File: src/rtl/radar_pkg.sv
`default_nettype none

package radar_pkg;

	//////////////////////////////
	// raster geometry
	//////////////////////////////

	// visible area
	localparam int H_ACTIVE = 320;
	localparam int V_ACTIVE = 240;
	// full line and frame, short porches for simulation
	localparam int H_TOTAL = 336;
	localparam int V_TOTAL = 248;
	// sync pulses sit inside blanking, active high, end is exclusive
	localparam int H_SYNC_START = 324;
	localparam int H_SYNC_END = 332;
	localparam int V_SYNC_START = 242;
	localparam int V_SYNC_END = 244;
	// raster counter widths
	localparam int H_CNT_W = 9;
	localparam int V_CNT_W = 8;

	//////////////////////////////
	// grid coordinates
	//////////////////////////////

	localparam int COORD_W = 12;
	typedef logic signed [COORD_W-1:0] coord_t;

	// screen column and row of grid point (0,0)
	localparam coord_t ORIGIN_X = 160;
	localparam coord_t ORIGIN_ROW = 239;
	// box edges in grid units
	localparam coord_t BORDER_LEFT = -128;
	localparam coord_t BORDER_RIGHT = 128;
	localparam coord_t BORDER_TOP = 232;
	localparam coord_t BORDER_BOTTOM = 0;
	// border drawn this far outside the box edges
	localparam coord_t BORDER_WIDTH = 3;

	// range rings at RING_STEP, 2*RING_STEP .. RING_COUNT*RING_STEP
	localparam int RING_STEP = 32;
	localparam int RING_COUNT = 7;
	localparam int LINE_WIDTH = 1;
	// squared-radius slack grows with the ring, rounding gets worse outward
	localparam int RING_TOL_NEAR = 64;
	localparam int RING_TOL_MID = 128;
	localparam int RING_TOL_FAR = 256;
	// 75 degree lines need a wider window
	localparam int STEEP_TOL = 3;
	// tangents as numerator over 2**TAN_SHIFT
	localparam int TAN15_NUM = 17;
	localparam int TAN75_NUM = 240;
	localparam int TAN_SHIFT = 6;

	// internal arithmetic widths
	localparam int SQ_W = 2 * COORD_W + 1;
	localparam int TEST_W = COORD_W + 9;
	localparam int DIFF_W = COORD_W + 1;

	// blip covers |dx| and |dy| up to this
	localparam int BLIP_HALF = 4;

	//////////////////////////////
	// colours and pipeline
	//////////////////////////////

	localparam int PIXEL_W = 24;
	localparam logic [PIXEL_W-1:0] BLANK_COLOR = 24'h00_00_00;
	localparam logic [PIXEL_W-1:0] GRID_COLOR = 24'hFF_00_00;
	localparam logic [PIXEL_W-1:0] TARGET_COLOR = 24'h00_FF_00;

	// depth of grid and marker pipelines
	localparam int GRID_LATENCY = 4;

	// sync flags that travel together with a scan position
	typedef struct packed {
		logic hsync;
		logic vsync;
		logic de;
	} sync_t;

endpackage

`default_nettype wire
File: src/rtl/scan_if.sv
`timescale 1ns/1ns
`default_nettype none

interface scan_if;
	import radar_pkg::*;

	// signed grid position of the current pixel
	coord_t x_value;
	coord_t y_value;
	// hsync, vsync, de for the same pixel
	sync_t sync;
	// high on row 0 column 0 only
	logic frame_start;

	// timing generator drives
	modport source (
		output x_value,
		output y_value,
		output sync,
		output frame_start
	);

	// grid, marker and compositor listen
	modport sink (
		input x_value,
		input y_value,
		input sync,
		input frame_start
	);

endinterface

`default_nettype wire

File: src/rtl/radar_display_top.sv
`timescale 1ns/1ns
`default_nettype none

module radar_display_top (
	input logic clock,
	input logic arst_n,
	input logic signed [radar_pkg::COORD_W-1:0] target_x,
	input logic signed [radar_pkg::COORD_W-1:0] target_y,
	input logic target_load,
	output logic [radar_pkg::PIXEL_W-1:0] pixel,
	output logic hsync,
	output logic vsync,
	output logic de
);

	// scan position shared by every stage
	scan_if scan ();

	// results four cycles behind the scan
	logic on_grid;
	logic on_target;

	//////////////////////////////
	// input side
	//////////////////////////////

	display_timing u_display_timing (
		.clock (clock),
		.arst_n (arst_n),
		.scan (scan.source)
	);

	//////////////////////////////
	// grid and blip
	//////////////////////////////

	radar_grid u_radar_grid (
		.clock (clock),
		.arst_n (arst_n),
		.scan (scan.sink),
		.on_grid (on_grid)
	);

	target_marker u_target_marker (
		.clock (clock),
		.arst_n (arst_n),
		.scan (scan.sink),
		.target_x (target_x),
		.target_y (target_y),
		.target_load (target_load),
		.on_target (on_target)
	);

	//////////////////////////////
	// output side
	//////////////////////////////

	pixel_compositor u_pixel_compositor (
		.clock (clock),
		.arst_n (arst_n),
		.scan (scan.sink),
		.on_grid (on_grid),
		.on_target (on_target),
		.pixel (pixel),
		.hsync (hsync),
		.vsync (vsync),
		.de (de)
	);

endmodule

`default_nettype wire

File: src/rtl/pixel_compositor.sv
`timescale 1ns/1ns
`default_nettype none

module pixel_compositor (
	input logic clock,
	input logic arst_n,
	scan_if.sink scan,
	input logic on_grid,
	input logic on_target,
	output logic [radar_pkg::PIXEL_W-1:0] pixel,
	output logic hsync,
	output logic vsync,
	output logic de
);
	import radar_pkg::*;

	// sync delayed to match the grid and marker pipelines
	sync_t sync_pipe [GRID_LATENCY];
	sync_t sync_late;
	logic [PIXEL_W-1:0] color;

	//////////////////////////////
	// sync delay line
	//////////////////////////////

	always_ff @(posedge clock or negedge arst_n) begin
		if (!arst_n) begin
			for (int i = 0; i < GRID_LATENCY; i++) begin
				sync_pipe[i] <= '0;
			end
		end else begin
			sync_pipe[0] <= scan.sync;
			for (int i = 1; i < GRID_LATENCY; i++) begin
				sync_pipe[i] <= sync_pipe[i-1];
			end
		end
	end

	assign sync_late = sync_pipe[GRID_LATENCY-1];

	// target over grid over background, black outside the active area
	always_comb begin
		if (!sync_late.de) begin
			color = BLANK_COLOR;
		end else if (on_target) begin
			color = TARGET_COLOR;
		end else if (on_grid) begin
			color = GRID_COLOR;
		end else begin
			color = BLANK_COLOR;
		end
	end

	// output register keeps pixel and sync aligned
	always_ff @(posedge clock or negedge arst_n) begin
		if (!arst_n) begin
			pixel <= BLANK_COLOR;
			hsync <= 1'b0;
			vsync <= 1'b0;
			de <= 1'b0;
		end else begin
			pixel <= color;
			hsync <= sync_late.hsync;
			vsync <= sync_late.vsync;
			de <= sync_late.de;
		end
	end

endmodule

`default_nettype wire

File: src/rtl/target_marker.sv
`timescale 1ns/1ns
`default_nettype none

module target_marker (
	input logic clock,
	input logic arst_n,
	scan_if.sink scan,
	input logic signed [radar_pkg::COORD_W-1:0] target_x,
	input logic signed [radar_pkg::COORD_W-1:0] target_y,
	input logic target_load,
	output logic on_target
);
	import radar_pkg::*;

	// loaded target waiting for the next frame
	coord_t pend_x;
	coord_t pend_y;
	logic pend_valid;
	// target shown in the current frame
	coord_t act_x;
	coord_t act_y;
	logic act_valid;
	// target seen by the current pixel, includes the swap on frame_start
	coord_t cur_x;
	coord_t cur_y;
	logic cur_valid;
	logic swap;
	// blip test pipeline
	logic signed [DIFF_W-1:0] dx1;
	logic signed [DIFF_W-1:0] dy1;
	logic signed [DIFF_W-1:0] adx2;
	logic signed [DIFF_W-1:0] ady2;
	logic in_x3;
	logic in_y3;
	logic [2:0] valid_pipe;

	//////////////////////////////
	// frame-synchronous target
	//////////////////////////////

	assign swap = scan.frame_start && pend_valid;
	assign cur_x = swap ? pend_x : act_x;
	assign cur_y = swap ? pend_y : act_y;
	assign cur_valid = swap || act_valid;

	// coordinates are payload
	always_ff @(posedge clock) begin
		if (target_load) begin
			pend_x <= target_x;
			pend_y <= target_y;
		end
		if (swap) begin
			act_x <= pend_x;
			act_y <= pend_y;
		end
	end

	// a later load overwrites, a load on frame_start waits a frame
	always_ff @(posedge clock or negedge arst_n) begin
		if (!arst_n) begin
			pend_valid <= 1'b0;
			act_valid <= 1'b0;
		end else begin
			if (target_load) begin
				pend_valid <= 1'b1;
			end else if (scan.frame_start) begin
				pend_valid <= 1'b0;
			end
			if (swap) begin
				act_valid <= 1'b1;
			end
		end
	end

	//////////////////////////////
	// blip hit test
	//////////////////////////////

	always_ff @(posedge clock) begin
		// stage 1 signed offsets
		dx1 <= DIFF_W'(scan.x_value) - DIFF_W'(cur_x);
		dy1 <= DIFF_W'(scan.y_value) - DIFF_W'(cur_y);
		// stage 2 magnitudes
		adx2 <= dx1[DIFF_W-1] ? -dx1 : dx1;
		ady2 <= dy1[DIFF_W-1] ? -dy1 : dy1;
		// stage 3 window per axis
		in_x3 <= adx2 <= DIFF_W'(BLIP_HALF);
		in_y3 <= ady2 <= DIFF_W'(BLIP_HALF);
	end

	// active flag rides along, stage 4 combines
	always_ff @(posedge clock or negedge arst_n) begin
		if (!arst_n) begin
			valid_pipe <= '0;
			on_target <= 1'b0;
		end else begin
			valid_pipe <= {valid_pipe[1:0], cur_valid};
			on_target <= valid_pipe[2] && in_x3 && in_y3;
		end
	end

endmodule

`default_nettype wire

File: src/rtl/radar_grid.sv
`timescale 1ns/1ns
`default_nettype none

module radar_grid (
	input logic clock,
	input logic arst_n,
	scan_if.sink scan,
	output logic on_grid
);
	import radar_pkg::*;

	// true when diff lies within +-half
	function automatic logic near_line(input logic signed [TEST_W-1:0] diff, input int half);
		logic signed [TEST_W-1:0] lim;
		lim = TEST_W'(half);
		return (diff <= lim) && (diff >= -lim);
	endfunction

	// squared radius against ring k with its tolerance band
	function automatic logic near_ring(input logic signed [SQ_W-1:0] r_sq, input int k);
		logic signed [SQ_W-1:0] radius_sq;
		logic signed [SQ_W-1:0] tol;
		logic signed [SQ_W-1:0] diff;
		radius_sq = SQ_W'(k * k * RING_STEP * RING_STEP);
		// inner ring tight, outer rings looser
		if (k == 1) begin
			tol = SQ_W'(LINE_WIDTH * RING_TOL_NEAR);
		end else if (k <= 4) begin
			tol = SQ_W'(LINE_WIDTH * RING_TOL_MID);
		end else begin
			tol = SQ_W'(LINE_WIDTH * RING_TOL_FAR);
		end
		diff = r_sq - radius_sq;
		return (diff <= tol) && (diff >= -tol);
	endfunction

	// stage 1
	coord_t x_e;
	coord_t y_e;
	logic on_border1;
	logic out_border1;
	// stage 2
	logic signed [TEST_W-1:0] test_15;
	logic signed [TEST_W-1:0] test_45;
	logic signed [TEST_W-1:0] test_75;
	logic signed [SQ_W-1:0] r_sq;
	coord_t y_e2;
	logic on_border2;
	logic out_border2;
	// stage 3
	logic signed [TEST_W-1:0] y_wide;
	logic ring_any;
	logic on_ring3;
	logic [5:0] on_line3;
	logic on_border3;
	logic out_border3;

	//////////////////////////////
	// stage 3 combinational part
	//////////////////////////////

	assign y_wide = TEST_W'(y_e2);

	always_comb begin
		ring_any = 1'b0;
		for (int k = 1; k <= RING_COUNT; k++) begin
			ring_any = ring_any | near_ring(r_sq, k);
		end
	end

	//////////////////////////////
	// data pipeline
	//////////////////////////////

	always_ff @(posedge clock) begin
		// stage 1 effective coordinates, border band and clip flag
		x_e <= scan.x_value;
		y_e <= scan.y_value - BORDER_BOTTOM;
		on_border1 <= (scan.x_value >= BORDER_RIGHT) || (scan.x_value <= BORDER_LEFT) ||
			(scan.y_value >= BORDER_TOP) || (scan.y_value <= BORDER_BOTTOM);
		out_border1 <= (scan.x_value > BORDER_RIGHT + BORDER_WIDTH) ||
			(scan.x_value < BORDER_LEFT - BORDER_WIDTH) ||
			(scan.y_value > BORDER_TOP + BORDER_WIDTH) ||
			(scan.y_value < BORDER_BOTTOM - BORDER_WIDTH);

		// stage 2 x*tan(angle) and squared radius
		test_15 <= TEST_W'((x_e * TAN15_NUM) >>> TAN_SHIFT);
		// tan 45 is exactly one
		test_45 <= TEST_W'(x_e);
		test_75 <= TEST_W'((x_e * TAN75_NUM) >>> TAN_SHIFT);
		r_sq <= SQ_W'(x_e) * SQ_W'(x_e) + SQ_W'(y_e) * SQ_W'(y_e);
		y_e2 <= y_e;
		on_border2 <= on_border1;
		out_border2 <= out_border1;

		// stage 3 line windows, the negative side uses tan(180-a) = -tan(a)
		on_line3[0] <= near_line(test_15 - y_wide, LINE_WIDTH);
		on_line3[1] <= near_line(test_15 + y_wide, LINE_WIDTH);
		on_line3[2] <= near_line(test_45 - y_wide, LINE_WIDTH);
		on_line3[3] <= near_line(test_45 + y_wide, LINE_WIDTH);
		// steep lines round badly so widen them
		on_line3[4] <= near_line(test_75 - y_wide, LINE_WIDTH * STEEP_TOL);
		on_line3[5] <= near_line(test_75 + y_wide, LINE_WIDTH * STEEP_TOL);
		on_ring3 <= ring_any;
		on_border3 <= on_border2;
		out_border3 <= out_border2;
	end

	// stage 4 final decision
	always_ff @(posedge clock or negedge arst_n) begin
		if (!arst_n) begin
			on_grid <= 1'b0;
		end else begin
			on_grid <= !out_border3 && (on_border3 || on_ring3 || (|on_line3));
		end
	end

endmodule

`default_nettype wire

File: src/rtl/display_timing.sv
`timescale 1ns/1ns
`default_nettype none

module display_timing (
	input logic clock,
	input logic arst_n,
	scan_if.source scan
);
	import radar_pkg::*;

	// raster position
	logic [H_CNT_W-1:0] col;
	logic [V_CNT_W-1:0] row;
	// position for the next cycle
	logic [H_CNT_W-1:0] col_next;
	logic [V_CNT_W-1:0] row_next;
	sync_t sync_next;

	//////////////////////////////
	// counters
	//////////////////////////////

	// column wraps at the line end and then bumps the row
	always_comb begin
		col_next = col + 1'b1;
		row_next = row;
		if (int'(col) == H_TOTAL - 1) begin
			col_next = '0;
			if (int'(row) == V_TOTAL - 1) begin
				row_next = '0;
			end else begin
				row_next = row + 1'b1;
			end
		end
	end

	// flags decoded from the next position so they register with it
	always_comb begin
		sync_next.de = (int'(col_next) < H_ACTIVE) && (int'(row_next) < V_ACTIVE);
		sync_next.hsync = (int'(col_next) >= H_SYNC_START) && (int'(col_next) < H_SYNC_END);
		// vsync spans whole lines
		sync_next.vsync = (int'(row_next) >= V_SYNC_START) && (int'(row_next) < V_SYNC_END);
	end

	//////////////////////////////
	// registered scan outputs
	//////////////////////////////

	always_ff @(posedge clock or negedge arst_n) begin
		if (!arst_n) begin
			col <= '0;
			row <= '0;
			// grid position of column 0 row 0
			scan.x_value <= -ORIGIN_X;
			scan.y_value <= ORIGIN_ROW;
			// sync and de held low in reset
			scan.sync <= '0;
			scan.frame_start <= 1'b0;
		end else begin
			col <= col_next;
			row <= row_next;
			// x grows to the right of the origin
			scan.x_value <= coord_t'(col_next) - ORIGIN_X;
			// y grows upward from the bottom row
			scan.y_value <= ORIGIN_ROW - coord_t'(row_next);
			scan.sync <= sync_next;
			scan.frame_start <= (col_next == '0) && (row_next == '0);
		end
	end

endmodule

`default_nettype wire

File: config.mk
export PLATFORM = sky130hd
export DESIGN_NAME = radar_display_top
export DESIGN_NICKNAME = d
export VERILOG_FILES = /design/src/rtl/radar_pkg.sv /design/src/rtl/scan_if.sv /design/src/rtl/radar_display_top.sv /design/src/rtl/pixel_compositor.sv /design/src/rtl/target_marker.sv /design/src/rtl/radar_grid.sv /design/src/rtl/display_timing.sv
export SDC_FILE = /design/constraint.sdc
export NUM_CORES = 1
export LEC_CHECK = 0
export BUFFER_PORTS_ARGS = -buffer_cell sky130_fd_sc_hd__buf_2
export CAP_MARGIN = 20
export CORE_MARGIN = 10
export CORE_UTILIZATION = 55
export CTS_BUF_LIST = sky130_fd_sc_hd__clkbuf_8
export DETAILED_ROUTE_END_ITERATION = 8
export GPL_TIMING_DRIVEN = 0
export PLACE_DENSITY = 0.71
export SKIP_LAST_GASP = 1
export SLEW_MARGIN = 40
export SYNTH_ARGS = -nofsm -noshare
export SYNTH_HDL_FRONTEND = slang
export SYNTH_HIERARCHICAL = 1
export SYNTH_SLANG_ARGS = --single-unit
export TNS_END_PERCENT = 5
File: constraint.sdc
create_clock -name clock -period 16.2 [get_ports clock]
set_input_delay 0 -clock clock [delete_from_list [all_inputs] [get_ports clock]]
set_output_delay 0 -clock clock [all_outputs]
set_load 0.03 [all_outputs]
* Yosys cells after proc, flatten, opt, wreduce, memory -nomap -nowiden *
Cells that the tools add are included.

word-level totals
  register bits after elaboration = 306
  bits of input ports = 27
  output and inout port bits = 27
  logic and storage cells = 179

operators by class
  add/subtract/negate cells = 22
  multiply operators = 4
  $lt $le $gt $ge = 42
  eq/ne operators = 2
  muxes and demuxes = 12
  bitwise operators = 6
  reduce and logical (&&, ||, !) cells = 35

operator list
  operator                number
  $ge 21x1->1 const B     4
  $le 21x2->1 const B     4
  $ge 25x8->1 const B     3
  $ge 25x9->1 const B     3
  $le 25x10->1 const B    3
  $le 25x9->1 const B     3
  $mux 24                 3
  $sub 25x16->25 const B  2
  $sub 25x17->25 const B  2
  $mux 12                 4
  $add 21x9->21           2
  $ge 21x3->1 const B     2
  $le 21x3->1 const B     2
  $sub 21x9->21           2
  $le 13x4->1 const B     2
  $neg 13->13             2
  $add 25x25->25          1
  $ge 25x7->1 const B     1
  $le 25x8->1 const B     1
  $sub 25x12->25 const B  1
  $sub 25x14->25 const B  1
  $sub 25x15->25 const B  1
  $logic_and 1x1->1       21
  $mul 10x10->20          1
  other kinds (34)        52

* Logic depth before layout (Yosys ltp) *
Gate-level depths: netlist of run 1.

  depth after elaboration = 9
  mapped depth = 25
  depth with buffers taken out = 24

* Hierarchy *
Netlist of run 1, hierarchy kept.

by module, submodules not included
  module            instances  cells an instance  area an instance (µm²)  sequential area each (µm²)
  radar_grid        1          2330               20598.5                 2287.2
  target_marker     1          427                4645.7                  2432.3
  display_timing    1          188                1903.1                  864.6
  pixel_compositor  1          42                 610.6                   425.4

* Least setup slack after synthesis of run 1 *
OpenSTA, ideal clock, no wires.

  path type = register to register
  from = register, netlist name u_radar_grid/x_e[11]
  to = register u_radar_grid.r_sq[22]
  setup time = 0.119 ns
  arrival = 7.061 ns
  required time = 16.081 ns
  path slack = 9.021 ns
  cell stages (with the launch flop) = 23
  path buffers = 2
  period minus slack after synthesis = 7.179 ns
  cells stage by stage = dfxtp_1 -> clkbuf_1 -> clkbuf_1 -> and2_1 -> fa_1 -> fa_1 -> inv_1 -> fa_1 -> inv_1 -> fa_1 -> fa_1 -> fa_1 -> inv_1 -> fa_1 -> inv_1 -> ha_1 -> o21a_1 -> nand3_1 -> inv_1 -> a211oi_1 -> inv_1 -> a41o_1 -> xor2_1

on the way
  longest elaborated chain between the ends = 2

ends and longest elaborated chain
  item                    line              source
  $mul 10x10->20          radar_grid.sv:91  r_sq <= SQ_W'(x_e) * SQ_W'(x_e) + SQ_W'(y_e) * SQ_W'(y_e);
  $add 25x25->25          radar_grid.sv:91
  end signal: assignment  radar_grid.sv:91
  end: declaration        radar_grid.sv:46  logic signed [SQ_W-1:0] r_sq;

No other way between the ends.
A chain may end at the register's enable or synchronous reset.

* Worst setup path in the final report of run 1 *
  from = register, netlist name u_radar_grid/x_e[11]
  to = register u_radar_grid.r_sq[24]

on the way
  longest elaborated chain between the ends = 2

ends and longest elaborated chain
  item            line
  $mul 10x10->20  radar_grid.sv:91
  $add 25x25->25  radar_grid.sv:91

No other way between the ends.

==> impl_metrics.env, run 1 <==
export IMPL_layout_commonest_cell="inv_1"
export IMPL_syn_inst=2987
export IMPL_outcome="complete, no violations"
export IMPL_combinationalPowerShare_pct=1.3
export IMPL_power_density_nw_per_um2=46.2
export IMPL_period_share_pct=50.5
export IMPL_grt_remaining_overflow=0
export IMPL_crit_path_end_kind="register"
export IMPL_hp_class="primary input to register"
export IMPL_path_class="register to register"
export IMPL_async_flop_share_pct=21.2
export IMPL_fillers=4382
export IMPL_dp_slack_ps=8010
export IMPL_regArea_sq_um=6010
export IMPL_synth_top_area_share_pct=23.0
export IMPL_hold_viol_final=0
export IMPL_yosysTopAreaCell="fa_1"
export IMPL_clock_fmax_mhz=122
export IMPL_critPathRequiredTime_ps=16730
export IMPL_fp_dieH_um=245
export IMPL_pin_count=54
export IMPL_root_buffer="clkbuf_8"
export IMPL_gp_congestion=0.966
export IMPL_drc_errors=0
export IMPL_clk_latency_ps=630
export IMPL_clkTransAtPathRegs_ps=60
export IMPL_avgSynthCellArea_sq_um=9.29
export IMPL_vdd_drop_max_mv=0.0811
export IMPL_rsz0062_at_grt="false"
export IMPL_die_area_sq_um=59900
export IMPL_setup_ws_ps=8030
export IMPL_p_switching_mw=0.306
export IMPL_syn2layout_area_growth_pct=8.97
export IMPL_num_vias=21235
export IMPL_antenna_found_initial=1
export IMPL_drtPass1Iterations=6
export IMPL_via_per_inst=5.55
export IMPL_slew_headroom_pct=41.0
export IMPL_initialDrtViolationCount=1404
export IMPL_grt_usage_pct=23.5
export IMPL_synth_distinct_cells=103
export IMPL_grt_pass1_wl_um=113000
export IMPL_clkPwrFrac_pct=49.4
export IMPL_tns_ps=0
export IMPL_dp_hpwl_um=56500
export IMPL_worstPathMaxFanout=19
export IMPL_fin_hold_ws_ps=73.1
export IMPL_coreArea_sq_um=50100
export IMPL_cts_buffers=47
export IMPL_cts_max_level=2
export IMPL_synth_area_leaders="fa_1 (23%), dfxtp_1 (14%), ha_1 (12%), inv_1 (7.5%), xnor2_1 (4.4%)"
export IMPL_fin_skew_ps=32.2
export IMPL_synth_flop_cell="dfxtp_1"
export IMPL_p_leak_nw=14.8
export IMPL_rows=82
export IMPL_arrival_ps=8700
export IMPL_routedWlPerCell_um=18.3
export IMPL_nets=3731
export IMPL_finalMaxSlewViolations=0
export IMPL_grt_max_degree=48
export IMPL_wirelength_um=70000
export IMPL_ys_warn_count=6
export IMPL_start_kind="register"
export IMPL_io_buffers=45
export IMPL_p_int_mw=1.09
export IMPL_synth_seq_cells=273
export IMPL_worst_slew_pin_slew_ps=878
export IMPL_grt_pass1_vias=21848
export IMPL_drtAntennaViolNets=0
export IMPL_multi_input_comb_area_sq_um=19100
export IMPL_cts_sink_count=273
export IMPL_synth_seq_area_share_pct=21.6
export IMPL_drv_cap=0
export IMPL_dp_cells=3711
export IMPL_clock_path_buffers=3
export IMPL_netlist_area_sq_um=27800
export IMPL_min_period_ps=8170
export IMPL_p_sw_share_pct=21.9
export IMPL_postCtsSetupRepairBufs=0
export IMPL_cts_tree="yes"
export IMPL_drive_above_1_share_pct=7.55
export IMPL_fin_cells=3828
export IMPL_initial_core_util_pct=55.4
export IMPL_mostFrequentLayoutCells="inv_1 (566), fa_1 (319), ha_1 (269), dfxtp_1 (190), nor2_1 (173)"
export IMPL_die_x_um=245
export IMPL_synth_edf_count=24
export IMPL_p_seq_share_pct=49.4
export IMPL_setup_violations=0
[synth_stat cells (15+ instances only)]
cell type  number
inv_1         552
fa_1          319
ha_1          269
dfxtp_1       191
nor2_1        173
nand2_1       166
xnor2_1       139
a21oi_1        86
o21ai_0        75
clkbuf_1       71
nor3_1         71
xor2_1         62
nand3_1        49
and2_1         48
dfrtp_1        47
nor2b_1        41
nand4_1        39
nor4_1         35
buf_4          34
o31ai_1        25
a31oi_1        24
edfxtp_1       24
mux2i_1        24
o21a_1         24
o21bai_1       24
or3_1          24
a21o_1         22
nand2b_1       20
a211oi_1       18
or4_1          18
and3_1         17
o22ai_1        15
[cells by family after synthesis]
family | after synthesis | synth area share (%)
and+or+nand+nor | 765 | 14.4
buffers and inverters | 677 | 9.88
adders and majority gates | 591 | 35.2
AOI/OAI and AO/OA | 439 | 10.9
DFF | 273 | 21.6
xor gates and xnor gates | 202 | 6.40
muxes | 39 | 1.56
other | 1 | 0.0135
[final timing paths]
| check | from | depth (start not counted) | slack [ps] | to |
|---|---|---|---|---|
| setup / recovery | u_radar_grid/x_e[11]$_DFF_P_ | 22 | 8030 | u_radar_grid/r_sq[24]$_DFF_P_ |
| hold / removal | target_y[2] | 2 | 70 | u_target_marker/pend_y[2]$_DFFE_PP_ |
| setup reg to reg | u_radar_grid/x_e[11]$_DFF_P_ | 22 | 8030 | u_radar_grid/r_sq[24]$_DFF_P_ |
| hold reg to reg | u_radar_grid/out_border1$_DFF_P_ | 0 | 330 | u_radar_grid/out_border2$_DFF_P_ |
| max in group asynchronous | arst_n | 4 | 15410 | u_pixel_compositor/sync_pipe[8]$_DFF_PN0_ |
| min in group asynchronous | arst_n | 3 | 500 | u_display_timing/scan.x_value[8]$_DFF_PN1_ |
[through the flow]
step	instance area (sq um)	util (%)	power [mW]
after global placement	28900	57.6	0.716
after detailed placement	28900	57.7	0.716
after CTS	30200	60.4	1.42
after floorplan	27800	-	0.708
final	30200	60.4	1.40
after global routing	30200	60.4	1.45
[state kept, by name, summed over array words and instances, names as in the netlist, 5 cells and up]
name and count:
u_display_timing/col 9, u_display_timing/row 8, u_display_timing/scan.x_value 5, u_display_timing/scan.y_value 8
u_pixel_compositor/sync_pipe 9, u_radar_grid/on_line3 6, u_radar_grid/r_sq 25, u_radar_grid/test_15 12
u_radar_grid/test_45 12, u_radar_grid/test_75 15, u_radar_grid/x_e 12, u_radar_grid/y_e 12
u_radar_grid/y_e2 12, u_target_marker/act_x 12, u_target_marker/act_y 12, u_target_marker/adx2 13
u_target_marker/ady2 13, u_target_marker/dx1 13, u_target_marker/dy1 13, u_target_marker/pend_x 12
u_target_marker/pend_y 12
[layout make-up]
| class | count | area share, % |
|---|---|---|
| antenna | 2 | 0.0165 |
| buffer | 124 | 2.21 |
| clock buffer | 55 | 2.50 |
| clock inverter | 32 | 1.01 |
| inverter | 553 | 6.86 |
| multi-input combinational | 2044 | 63.0 |
| sequential | 273 | 19.9 |
| tap | 672 | 2.78 |
| timing repair buffer | 73 | 1.74 |
[routing by layer]
layer,track usage (%),up-vias,share of wire (%)
met2,38.8,631,47
met3,3.93,135,6.1
met4,8.09,0,3.2
met5,0,-,0
met1,30.8,10430,44
li1,-,10039,-
[critical path, cell delays in order (launching register included)]
cell      delay, ps
dfxtp_2         690
clkbuf_1        490
clkbuf_1        520
and2_1          330
fa_1            610
fa_1            880
inv_1           190
fa_1            560
inv_1            50
fa_1            550
fa_1            450
fa_1            540
inv_1            50
fa_1            520
inv_1            40
ha_1            330
o21a_1          200
nand3_1         100
inv_1            50
a211oi_1        330
o21ai_0         200
a21oi_1         210
xnor2_1         170
[power by group through the flow]
stage | Clock (mW) | Combinational (mW) | Sequential [mW]
2_1_floorplan | 0 | 0.00412 | 0.704
4_1_cts | 0.709 | 0.0176 | 0.691
3_3_place_gp | 0 | 0.0113 | 0.705
5_1_grt | 0.740 | 0.0192 | 0.690
3_5_place_dp | 0 | 0.0115 | 0.705
6_report | 0.690 | 0.0176 | 0.691
[repair_timing]
item	4_1_cts	5_1_grt
hold buffers	28	0
resized for setup	0	0
hold endpoints to repair	107	0
setup endpoints to repair	0	0
Note: power is estimated with default switching activity, not from simulation.
==> run 2, diff against run 1 <==
--- a/config.mk
+++ b/config.mk
@@ -12,7 +12,7 @@
 export CTS_BUF_LIST = sky130_fd_sc_hd__clkbuf_8
 export DETAILED_ROUTE_END_ITERATION = 8
 export GPL_TIMING_DRIVEN = 0
-export PLACE_DENSITY = 0.71
+export PLACE_DENSITY = 0.74
 export SKIP_LAST_GASP = 1
 export SLEW_MARGIN = 40
 export SYNTH_ARGS = -nofsm -noshare
==> constraint.sdc (replaced) <==
create_clock -name clock -period 7 [get_ports clock]
set_input_delay 0 -clock clock [delete_from_list [all_inputs] [get_ports clock]]
set_output_delay 0 -clock clock [all_outputs]
set_load 0.03 [all_outputs]
==> run 2 against run 1 <==
  * Clock power rose to 2.5 times the previous value
  * Largest power group is now clock
  * Clock-buffer cell count grew 5
  * Critical endpoint is now u_radar_grid/r_sq[23]$_DFF_P_
  * First-iteration DRC count rose by 19%
  * Critical path depth unchanged
  * Register-to-register slack got worse by 7700 ps
==> impl_metrics.env, run 2 (synthesis results as in run 1) <==
export IMPL_worst_r2r_setup_slack_ps=290
export IMPL_period_share_pct=95.9
export IMPL_finalMaxSlewViolations=0
export IMPL_crit_family="adder cells"
export IMPL_critPathRequiredTime_ps=7520
export IMPL_drive_above_1_share_pct=10.2
export IMPL_hold_viol_final=0
export IMPL_tns_ps=0
export IMPL_clk_latency_ps=650
export IMPL_slew_headroom_pct=46.8
export IMPL_crit_path_frequent_cell="fa_1"
export IMPL_syn2layout_area_growth_pct=10.5
export IMPL_cts_max_level=2
export IMPL_hp_class="primary input to register"
export IMPL_initial_core_util_pct=55.4
export IMPL_antenna_diode_count=0
export IMPL_nets=3756
export IMPL_pin_count=54
export IMPL_r2r_end="u_radar_grid/r_sq[23]$_DFF_P_"
export IMPL_drv_cap=0
export IMPL_arrival_ps=7230
export IMPL_fin_cells=3853
export IMPL_drtPass1Iterations=6
export IMPL_root_buffer="clkbuf_8"
export IMPL_grt_pass1_vias=22365
export IMPL_coreArea_sq_um=50100
export IMPL_num_vias=21653
export IMPL_worst_slew_pin_slew_ps=779
export IMPL_min_period_ps=6710
export IMPL_p_leak_nw=15.0
export IMPL_hold_path_depth=2
export IMPL_layout_commonest_cell="inv_1"
export IMPL_mostFrequentLayoutCells="inv_1 (560), fa_1 (313), ha_1 (268), nor2_1 (173), dfxtp_1 (171)"
export IMPL_placed_area_sq_um=28900
export IMPL_largest_register_ffs=25
export IMPL_clock_path_buffers=3
export IMPL_grt_remaining_overflow=0
export IMPL_worstPathMaxFanout=15
export IMPL_rows=82
export IMPL_cts_tree="yes"
export IMPL_cp_buffers_inverters=5
export IMPL_dp_cells=3711
export IMPL_rsz0062_at_grt="true"
export IMPL_dp_hpwl_um=56000
export IMPL_p_total_mw=3.38
export IMPL_post_route_cell_area_sq_um=30700
export IMPL_grt_usage_pct=23.7
export IMPL_clkTransAtPathRegs_ps=70
export IMPL_grt_pass1_wl_um=114000
export IMPL_gp_congestion=0.960
export IMPL_clock_fmax_mhz=149
export IMPL_wirelength_um=70900
export IMPL_drtAntennaViolNets=0
export IMPL_fin_skew_ps=38.4
export IMPL_drc_errors=0
export IMPL_io_buffers=45
export IMPL_antenna_found_initial=0
export IMPL_top_regs="u_radar_grid/r_sq x25, u_radar_grid/test_75 x15"
export IMPL_fp_dieH_um=245
export IMPL_routedWlPerCell_um=18.4
export IMPL_worstPathCellList="nand2_1 > fa_1 > inv_1 > fa_1 > inv_1 > fa_1 > inv_1 > fa_1 > fa_1 > fa_1 > inv_1 > fa_1 > inv_1 > ha_1 > or2_2 > a21oi_4 > o21bai_2 > o21a_1 > o21bai_1 > nor2_1 > o21ai_0 > xor2_1"
export IMPL_cts_buffers=48
export IMPL_top_register="u_radar_grid/r_sq"
export IMPL_min_to="u_target_marker/pend_x[4]$_DFFE_PP_"
export IMPL_initialDrtViolationCount=1674
export IMPL_die_x_um=245
export IMPL_crit_path_end_kind="register"
export IMPL_crit_cells=22
export IMPL_cts_sink_count=273
export IMPL_die_area_sq_um=59900
export IMPL_via_per_inst=5.62
export IMPL_r2r_start="u_radar_grid/x_e[2]$_DFF_P_"
export IMPL_start_kind="register"
export IMPL_vdd_drop_max_mv=0.194
export IMPL_power_density_nw_per_um2=110
export IMPL_path_class="register to register"
export IMPL_setup_violations=0
export IMPL_critPathSlowestCell="dfxtp_2"
export IMPL_r2r_cells=22
export IMPL_holdCritStartpoint="target_x[4]"
export IMPL_critPathMaxStageDelay_ps=650
export IMPL_outcome="complete, no violations"
export IMPL_grt_max_degree=48
export IMPL_fin_hold_ws_ps=51.3
==> run 2: power breakdown <==
| part | total (mW) | internal [mW] | switching (mW) |
|---|---|---|---|
| Clock | 1.74 | 1.01 | 0.732 |
| Sequential | 1.60 | 1.59 | 0.00471 |
| Combinational | 0.0410 | 0.0201 | 0.0208 |
| Total | 3.38 | 2.62 | 0.758 |
==> run 2: worst max path at each step <==
stage | start | to | slack (ps)
final | u_radar_grid/x_e[2]$_DFF_P_ | u_radar_grid/r_sq[23]$_DFF_P_ | 290
after global routing | u_radar_grid/x_e[2]$_DFF_P_ | u_radar_grid/r_sq[23]$_DFF_P_ | -20
after CTS | u_radar_grid/y_e[2]$_DFF_P_ | u_radar_grid/r_sq[24]$_DFF_P_ | -6
after detailed placement | u_radar_grid/x_e[11]$_DFF_P_ | u_radar_grid/r_sq[24]$_DFF_P_ | -1250
after global placement | u_radar_grid/x_e[11]$_DFF_P_ | u_radar_grid/r_sq[24]$_DFF_P_ | -1160
after floorplan | u_radar_grid/x_e[11]$_DFF_P_ | u_radar_grid/r_sq[22]$_DFF_P_ | 30
==> run 2: layout make-up <==
class                      instances  area [sq um]
fill                            4214         19400
multi-input combinational       2044         19100
sequential                       273          6060
inverter                         553          2090
tap                              672           841
clock buffer                      60           826
timing repair buffer             103           751
buffer                           118           674
clock inverter                    30           318
==> run 2: repair_timing <==
item	in CTS	in global routing
hold buffers	28	0
endpoints found under the setup margin	12	8
pin swaps	1	3
buffers inserted	5	25
resized for setup	33	50
hold endpoints to repair	107	0
==> run 2: layer usage <==
layer  vias up  share of wire (%)  wire [um]  track usage, %
met5         -                  0          0               0
met4         0                3.8       2680            9.22
met3       166                6.2       4390            3.41
met2       734                 49      35000            40.7
met1     10647                 41      28700            29.8
li1      10106                  -          -               -
==> run 2: worst register-to-register path, stage by stage (launching register included) <==
cell      delay (ps)
dfxtp_2          650
nand2_1          230
fa_1             540
inv_1             50
fa_1             480
inv_1             50
fa_1             470
inv_1             50
fa_1             570
fa_1             450
fa_1             540
inv_1             50
fa_1             520
inv_1             40
ha_1             320
or2_2            320
a21oi_4          250
o21bai_2         210
o21a_1           240
o21bai_1         120
nor2_1           160
o21ai_0          120
xor2_1           170
==> run 2: metrics by stage <==
step,util (%),setup WS (ps)
after floorplan,-,29.9
after CTS,60.7,-6.48
after global routing,61.3,-19.7
after global placement,57.6,-1160
final,61.3,288
after detailed placement,57.7,-1250
